==> config.mk <==
export PLATFORM = sky130hd
export DESIGN_NAME = burst_addr_gen
export DESIGN_NICKNAME = d
export VERILOG_FILES = /design/src/ddr3_arbit_pkg.sv /design/src/burst_addr_gen.sv
export SDC_FILE = /design/constraint.sdc
export NUM_CORES = 1
export LEC_CHECK = 0
export BUFFER_PORTS_ARGS = -buffer_cell sky130_fd_sc_hd__buf_4
export CORE_MARGIN = 2
export CORE_UTILIZATION = 30
export CTS_BUF_LIST = sky130_fd_sc_hd__clkbuf_4 sky130_fd_sc_hd__clkbuf_8
export DETAILED_ROUTE_END_ITERATION = 16
export PLACE_DENSITY = 0.62
export SYNTH_ARGS = -nofsm -noshare
export SYNTH_HDL_FRONTEND = slang
export SYNTH_SLANG_ARGS = --single-unit
==> constraint.sdc <==
create_clock -name clk -period 10.39 [get_ports clk]
set_input_delay 1.039 -clock clk [delete_from_list [all_inputs] [get_ports clk]]
set_output_delay 1.039 -clock clk [all_outputs]
set_load 0.005 [all_outputs]
==> src/ddr3_arbit_pkg.sv <==
package ddr3_arbit_pkg;

  // ------------------------------
  // widths
  // ------------------------------
  localparam int ADDR_WIDTH       = 28;                          // mig app address
  localparam int DATA_WIDTH       = 128;                         // one app beat
  localparam int DATA_IN_WIDTH    = 16;                          // user word
  localparam int WORDS_PER_BEAT   = DATA_WIDTH / DATA_IN_WIDTH;  // 8 words per beat
  localparam int WORD_IDX_WIDTH   = $clog2(WORDS_PER_BEAT);
  localparam int LEN_WIDTH        = 6;                           // beat counters, fifo counts

  // ------------------------------
  // buffering and bursts
  // ------------------------------
  localparam int PACK_DEPTH       = 16;                          // write beats held
  localparam int UNPACK_DEPTH     = 32;                          // read beats held
  localparam int PACK_PTR_WIDTH   = $clog2(PACK_DEPTH);
  localparam int UNPACK_PTR_WIDTH = $clog2(UNPACK_DEPTH);

  localparam logic [ADDR_WIDTH-1:0] ADDR_PER_BEAT = ADDR_WIDTH'(8);  // 8 x 16-bit columns
  localparam logic [LEN_WIDTH-1:0]  WR_BURST_LEN  = LEN_WIDTH'(1);
  localparam logic [LEN_WIDTH-1:0]  RD_BURST_LEN  = LEN_WIDTH'(16);

  // ------------------------------
  // types
  // ------------------------------
  typedef enum logic [2:0] {
    CMD_WRITE = 3'd0,  // mig write
    CMD_READ  = 3'd1   // mig read
  } app_cmd_e;

  typedef enum logic [1:0] {
    ST_IDLE,   // waiting for start
    ST_ISSUE,  // command on the bus
    ST_WAIT    // command taken, data still owed
  } burst_state_e;

  typedef struct packed {
    logic [ADDR_WIDTH-1:0] first;  // reload and wrap target
    logic [ADDR_WIDTH-1:0] last;   // window end
  } addr_window_t;

  typedef struct packed {
    logic                  en;
    app_cmd_e              cmd;
    logic [ADDR_WIDTH-1:0] addr;
  } app_req_t;  // 32 bits

endpackage
==> src/burst_addr_gen.sv <==
`timescale 1ns/100ps

module burst_addr_gen #(
  parameter logic [ddr3_arbit_pkg::ADDR_WIDTH-1:0] STEP = ddr3_arbit_pkg::ADDR_PER_BEAT
) (
  input  logic                                  clk,
  input  logic                                  rst_n,
  input  logic                                  req,
  input  ddr3_arbit_pkg::addr_window_t          window,
  input  logic                                  done,
  output logic [ddr3_arbit_pkg::ADDR_WIDTH-1:0] burst_addr
);

  logic req_d;
  logic req_rise;

  assign req_rise = req && !req_d;

  always_ff @(posedge clk) begin
    if (!rst_n) begin
      req_d      <= 1'b0;
      burst_addr <= window.first;
    end else begin
      req_d <= req;
      if (req_rise) begin
        burst_addr <= window.first;  // new request restarts the window
      end else if (done) begin
        if (burst_addr < window.last - STEP) burst_addr <= burst_addr + STEP;
        else burst_addr <= window.first;  // wrap
      end
    end
  end

endmodule

## Word-level counts from Yosys, hierarchy flattened

Index checks and enable logic that the tools add are counted.

- Bits in registers: 29
- Bits in latches: 0
- Bits in writable memories: 0
- Bits in read-only memories: 0
- Bits of input ports: 60
- Memories kept: 0

- Add/sub/neg operators: 2
- Multiply operators: 0
- Div/mod/pow operators: 0
- Magnitude comparators: 1
- Equal/unequal tests: 1
- Shifts and indexed selects: 0
- Multiplexer cells: 4
- Bitwise operators: 0
- Reduce and logical (&&, ||, !) cells: 2

Operators with widths:

| kind | number |
|---|---|
| two-way mux 28 bit | 4 |
| adder 28 x 4 -> 28 bit (second input constant) | 1 |
| less-than comparator 28 bit | 1 |
| subtractor 28 x 4 -> 28 bit (second input constant) | 1 |
| inequality test 3 x 1 -> 1 bit (second input constant) | 1 |
| logical AND 1 bit | 1 |
| zero test 1 bit | 1 |

## Depth between registers and ports, before layout

Gate-level depths: netlist of run 1.

- Depth after elaboration: 6
- Gate-level depth with buffers: 17
- Gate-level depth less buffers: 14

## Worst setup path after synthesis of run 1

No wires, ideal clock.

- Path kind: input port to flip-flop
- Start: in window[7] (netlist bit)
- End: reg burst_addr[22] (netlist bit) (data pin)
- Library setup time: 260 ps
- Arrival: 4970 ps
- Required time: 10130 ps
- Setup slack: 5160 ps
- Stages on the path: 16
- Cell sequence: or3_4 or3b_4 or4_1 buf_2 or3_4 nor3_2 xnor2_1 ha_1 nand3_1 nor3_1 a2111oi_0 o211ai_1 a31oi_1 buf_2 buf_2 mux2_2

- Cells in the longest elaborated chain, start to end: 6

RTL lines:

| what | RTL line | RTL |
|---|---|---|
| start, declared | burst_addr_gen.sv:9 | `input ddr3_arbit_pkg::addr_window_t window,` |
| subtractor 28 x 4 -> 28 bit | burst_addr_gen.sv:28 | `if (burst_addr < window.last - STEP) burst_addr <= burst_addr + STEP;` |
| less-than comparator 28 bit | burst_addr_gen.sv:28 |  |
| two-way mux 28 bit | burst_addr_gen.sv:28 |  |
| two-way mux 28 bit | burst_addr_gen.sv:27 | `end else if (done) begin` |
| two-way mux 28 bit | burst_addr_gen.sv:25 | `if (req_rise) begin` |
| two-way mux 28 bit | burst_addr_gen.sv:20 | `if (!rst_n) begin` |
| end signal, assigned | burst_addr_gen.sv:26 | `burst_addr <= window.first;` |
| end signal, assigned | burst_addr_gen.sv:28 |  |
| end signal, assigned | burst_addr_gen.sv:29 | `else burst_addr <= window.first;` |
| end, declared | burst_addr_gen.sv:11 | `output logic [ddr3_arbit_pkg::ADDR_WIDTH-1:0] burst_addr` |

No other way between the ends. The select of a mux whose other input is x is not followed.
A chain may end at the register's enable or synchronous reset.

## Worst setup path in the final report of run 1

- Start: in window[7] (netlist bit)
- End: reg burst_addr[6] (netlist bit) (data pin)

The elaborated chain is that of the path after synthesis.

==> results.ini, run 1 <==
[sta]
fin_tns_setup_ns=0
max_freq_mhz=176
min_period_ns=5.68
skew_ns=0.0103
slew_violations=0
final.setup.worst_slack_ns=4.71
worstMarginPinSlew_ns=1.03
finalHoldViolCount=0
setup_viol=0
rsz0062_at_grt=false
slew_headroom_pct=31.3
finalCritPeriodShare_pct=54.7

[outcome]
outcome=finished clean

[hold_path]
min_path_type=register to register
whs_path_depth=1

[setup_path]
worst_setup_path_start_kind=input pin
crit_top_cell=or3_4
path_class=input pin to register
r2r_cells=6
cp_num_buf_inv=1
max_stage_delay_ns=0.85
path_max_fanout=29
crit_chain=buf_4, or3_4, or3b_4, or4_1, or3_4, nor3_2, xnor2_1, ha_1, nand3_1, nor3_1, a2111oi_0, o211ai_1, a31oi_4, mux2_2
worst-path-stages=14
cp_slowest_cell=a31oi_4
cp.arrival_ns=5.72
worst-endpoint-required_ns=10.43
endpoint_kind=register
cp_top_family=simple AND/OR/NAND/NOR gates

[placed_design]
hpwl_mm=5.53
place_ws_ns=4.37
gp_congestion=0.804
io_buffers=87

[routing]
first_pass_iters=4
vias_per_cell=4.94
routed_wl_mm=6.92
wire_per_inst_um=15.2
dr.first_iter.drc_count=36
ant_nets=0
drc_errors=0
via_count=2251

[cells_and_area]
drive_above_1_share_pct=37.1
fillers=878
nNetsFinal=436
area_growth_pct=34.1
diodes=0

[cts]
clock_sinks=29
cts_htree_levels=2
clock_path_buffers=2
cts_buffers=5
tritoncts=yes
clkTransAtPathRegs_ns=0.08
clockRootBuffer=clkbuf_8
clkLatencyLatePin_ns=0.29
cts_setup_buffers=0
hold_buffers=0
cts_resized=0

[yosys]
synth_ff_type=edfxtp_1
syn-cell-area_sq_um=2630
synthArstFlopShare_pct=0
synth_fp_nets=347
yosys.area.top_type=edfxtp_1
synth_top_area_share_pct=32.0
ys_seq_area_share_pct=32.8
ys_warn_count=0
synthTopCellsByArea=edfxtp_1 32%, ha_1 14%, xnor2_1 12%
synth_edf_count=28
synth.avg_cell_area_sq_um=10.2
synthCells=258
ys_seq_elements=29
ys_types=35

[floorplanning]
core_area_sq_um=8590
row_count=34
dieArea_sq_um=9510
die_width_um=97.5
start_util_pct=30.5
pin_count=88
die_h_um=97.5

[power_and_ir_drop]
p_per_area_nw_per_um2=119
leakagePower_nw=1.40
max-vdd-ir-drop_mv=0.0487

[global_route]
grt_antenna_before_repair=0
grt_pass1_vias=2309
grt_max_degree=30
grt-ovfl-total=0
grt_usage_pct=14.9
grt_pass1_wl_mm=11.3

[flow_run]
cap_violations=0

-- cell families after synthesis --
group           count (synthesis)  synth area share [%]
xor+xnor                       46                  15.3
flops                          29                  32.8
compound gates                 23                  5.15
simple gates                   93                  20.2
fa+ha+maj                      29                  13.8
mux                            25                  10.7
buf+inv                        13                  2.00
-- final timing paths --
path         slack [ns]       endpoint          start
max                4.71  burst_addr[6]      window[7]
min                0.70  burst_addr[3]  burst_addr[3]
max reg2reg        6.93  burst_addr[6]  burst_addr[3]
min reg2reg        0.70  burst_addr[3]  burst_addr[3]
-- cells in the mapped netlist (5+ instances only) --
cell	instances
nor2_1	14
mux2_2	24
ha_1	29
nand3_1	11
xor2_1	11
o21ai_0	5
or4_1	6
nand4_1	10
nor3_1	9
a21oi_1	11
xnor2_1	35
edfxtp_1	28
inv_1	8
nand2_1	15
nor2b_1	6
nor4_1	5
-- through the flow --
step / total power, mW / hold WS (ns) / cells / util, % / instance area (sq um)
after global routing: 0.445 / 0.718 / 456 / 41.0 / 3520
final: 0.419 / 0.700 / 456 / 41.0 / 3520
after floorplan: 0.234 / 0.653 / 258 / - / 2630
after global placement: 0.295 / 0.696 / 448 / 39.6 / 3410
after detailed placement: 0.299 / 0.693 / 448 / 39.6 / 3410
after CTS: 0.424 / 0.705 / 456 / 41.0 / 3520
-- power breakdown --
group          internal (mW)  switching [mW]
registers              0.148          0.0217
clock network         0.0718          0.0520
logic                 0.0724          0.0533
-- state kept, by name (all words and copies together) (netlist names) --
name        flops
burst_addr     28
req_d           1
-- layer usage --
metal,share of wire [%],vias to the layer above,track usage (%)
met2,50,52,26.2
met4,2.2,0,5.45
met3,4.8,11,3.17
met1,43,1049,18.0
li1,-,1139,-
met5,0,-,0
-- cell type report --
cell class,count,area (sq um),share of cell area (%)
Sequential cell,29,861,24.4
Timing Repair Buffer,87,653,18.6
Clock buffer,5,68.8,1.95
Clock inverter,3,46.3,1.31
Tap cell,108,135,3.84
Multi-Input combinational cell,216,1730,49.0
Inverter,8,30.0,0.853
-- cell usage in the layout, fill, tap and decap left out, types with 2 or more instances in the layout --
master	count
nand3_1	11
or4_1	6
a2111oi_0	3
xnor2_1	35
nand2_1	15
ha_1	29
inv_1	8
a21o_1	2
a21oi_1	11
and3_1	2
buf_4	87
and2_1	2
nor3_1	9
nor4_1	5
edfxtp_1	28
nor2b_1	6
nand4_1	10
o21ai_0	5
nand2b_1	2
or3_4	2
clkbuf_8	5
nor2_1	14
xor2_1	11
or2_2	3
mux2_2	24
Power figures use the tool's default switching activity.
==> run 2, diff against run 1 <==
--- a/config.mk
+++ b/config.mk
@@ -10,7 +10,7 @@
 export CORE_UTILIZATION = 30
 export CTS_BUF_LIST = sky130_fd_sc_hd__clkbuf_4 sky130_fd_sc_hd__clkbuf_8
 export DETAILED_ROUTE_END_ITERATION = 16
-export PLACE_DENSITY = 0.62
+export PLACE_DENSITY = 0.64
 export SYNTH_ARGS = -nofsm -noshare
 export SYNTH_HDL_FRONTEND = slang
 export SYNTH_SLANG_ARGS = --single-unit
==> constraint.sdc (replaced) <==
create_clock -name clk -period 4.8 [get_ports clk]
set_input_delay 0.48 -clock clk [delete_from_list [all_inputs] [get_ports clk]]
set_output_delay 0.48 -clock clk [all_outputs]
set_load 0.005 [all_outputs]
==> results.ini, run 2 (synthesized netlist as in run 1, its figures left out) <==
[outcome]
outcome=finished clean

[cells_and_area]
regArea_sq_um=861  ; unchanged
diodes=0  ; unchanged
multiInputGateArea_sq_um=1730  ; unchanged
layoutNonFillerInstCount=465  ; +2.0%
final_cell_mix=95 x buf_4, 35 x xnor2_1, 29 x ha_1, 28 x edfxtp_1, 24 x mux2_2
nNetsFinal=445  ; +2.1%
biggestRegsByFlops=burst_addr: 28 flops, req_d: 1 flops
regMostFlops=burst_addr
fillers=838  ; -4.6%
drive_above_1_share_pct=38.1  ; +1.0 points
area_growth_pct=35.9
mostFrequentLayoutCell=buf_4
largest_reg_flops=28  ; unchanged
fin_area_sq_um=3570  ; +1.3%

[sta]
max_freq_mhz=228
rsz0062_at_grt=false
finalHoldViolCount=0  ; unchanged
slew_violations=0  ; unchanged
finalCritPeriodShare_pct=91.5
worstMarginPinSlew_ns=0.663  ; -0.367 ns
min_period_ns=4.39
slew_headroom_pct=55.8  ; +24 points
fin_tns_setup_ns=0  ; unchanged
hold_slack_ns=0.413  ; -0.287 ns
skew_ns=0.00782  ; -0.00248 ns
setup_viol=0  ; unchanged

[cts]
cts_htree_levels=2  ; unchanged
clkLatencyLatePin_ns=0.28  ; about the same
tritoncts=yes
hold_buffers=0  ; unchanged
cts_setup_buffers=0  ; unchanged
cts_buffers=5  ; unchanged
clock_sinks=29  ; unchanged
cts_resized=0  ; unchanged
clock_path_buffers=2  ; unchanged
clkTransAtPathRegs_ns=0.07  ; about the same
clockRootBuffer=clkbuf_8

[setup_path]
cp.arrival_ns=4.43  ; -1.29 ns
startpoint=window[7]
worst-endpoint-required_ns=4.84  ; -5.59 ns
path_class=input pin to register
timing.rr.start=burst_addr[9]
path_max_fanout=6  ; -79%
worst_setup_path_start_kind=input pin
endpoint_kind=register

[global_route]
grt_pass1_vias=2343  ; +1.5%
grt_pass1_wl_mm=11.3  ; +0.25%
grt_max_degree=27  ; -10%
grt_usage_pct=14.8  ; -0.18 points
grt_antenna_before_repair=0  ; unchanged
grt-ovfl-total=0  ; unchanged

[routing]
via_count=2313  ; +2.8%
first_pass_iters=4  ; unchanged
dr.first_iter.drc_count=69  ; +92%
ant_nets=0  ; unchanged
wire_per_inst_um=15.2  ; +0.50%
routed_wl_mm=7.09  ; +2.5%
drc_errors=0  ; unchanged
vias_per_cell=4.97  ; +0.77%

[power_and_ir_drop]
seqPwrFrac_pct=43.2  ; +2.8 points
switchingPower_uw=269  ; +110%
p_per_area_nw_per_um2=238  ; +100%
leakagePower_nw=1.43  ; +2.5%
intPower_uw=581  ; +99%
max-vdd-ir-drop_mv=0.123  ; +150%
clkPwrFrac_pct=23.9  ; -5.6 points
p_comb_share_pct=32.9  ; +2.9 points
swShare_pct=31.7  ; +1.4 points

[floorplanning]
row_count=34  ; unchanged
start_util_pct=30.5  ; unchanged
die_h_um=97.5  ; unchanged
dieArea_sq_um=9510  ; unchanged
core_area_sq_um=8590  ; unchanged
pin_count=88  ; unchanged
die_width_um=97.5  ; unchanged

[flow_run]
cap_violations=0  ; unchanged

[hold_path]
min_from=rst_n
min_path_type=input pin to register

[placed_design]
gp_congestion=0.816  ; +1.5%
hpwl_mm=5.71  ; +3.2%
dp_cells=457  ; +2.0%
post_dp_cell_area_sq_um=3490  ; +2.4%
io_buffers=87  ; unchanged

run 2: cell count changes in the layout (fill, tap and decap cells not counted), sizes merged:
cell | before | now
clkinvlp | 1 | 0
clkinv | 1 | 3
bufinv | 1 | 0
buf | 87 | 96
run 2: routing by layer:
layer,part of all wire [%],track usage [%],vias to the layer above
met4,1.3,3.53,0
met5,0,0,-
met3,5.2,2.88,7
li1,-,-,1155
met2,50,26.0,68
met1,43,18.6,1083
run 2: path summary, 6_finish.rpt:
check             slack, ns             end  depth (start not counted)
hold reg to reg        0.71   burst_addr[3]                          1
setup reg to reg       1.89  burst_addr[24]                          8
setup / recovery       0.41  burst_addr[24]                         15
hold / removal         0.41           req_d                          2
run 2: layout make-up:
type                            instances  share of cell area [%]
Clock buffer                            5                    1.93
Inverter                                8                   0.842
Clock inverter                          3                   0.351
Tap cell                              108                    3.79
Multi-Input combinational cell        216                    48.4
Sequential cell                        29                    24.1
Timing Repair Buffer                   96                    20.6
run 2: power by group through the flow:
stage | logic [mW] | clock network (mW) | registers [mW]
2_1_floorplan | 0.144 | 0 | 0.362
3_3_place_gp | 0.274 | 0 | 0.372
3_5_place_dp | 0.281 | 0 | 0.373
4_1_cts | 0.283 | 0.208 | 0.368
5_1_grt | 0.311 | 0.215 | 0.374
6_report | 0.279 | 0.203 | 0.367
run 2: critical path, cell delays in order:
cell       delay [ns]
buf_4            0.12
or3_4            0.38
or3b_4           0.43
or4_1            0.50
or3_4            0.42
nor4_4           0.17
xnor2_1          0.16
ha_1             0.25
nand3_1          0.09
nor3_1           0.06
a2111oi_0        0.36
o211ai_1         0.21
a31oi_4          0.25
buf_4            0.20
mux2_2           0.34
run 2: through the flow:
step	setup slack, ns	utilization [%]	power [mW]
final	0.408	41.5	0.850
after global routing	0.130	41.5	0.900
after CTS	0.382	41.5	0.859
after detailed placement	0.0859	40.6	0.653
after global placement	0.135	40.6	0.646
after floorplan	0.129	-	0.506
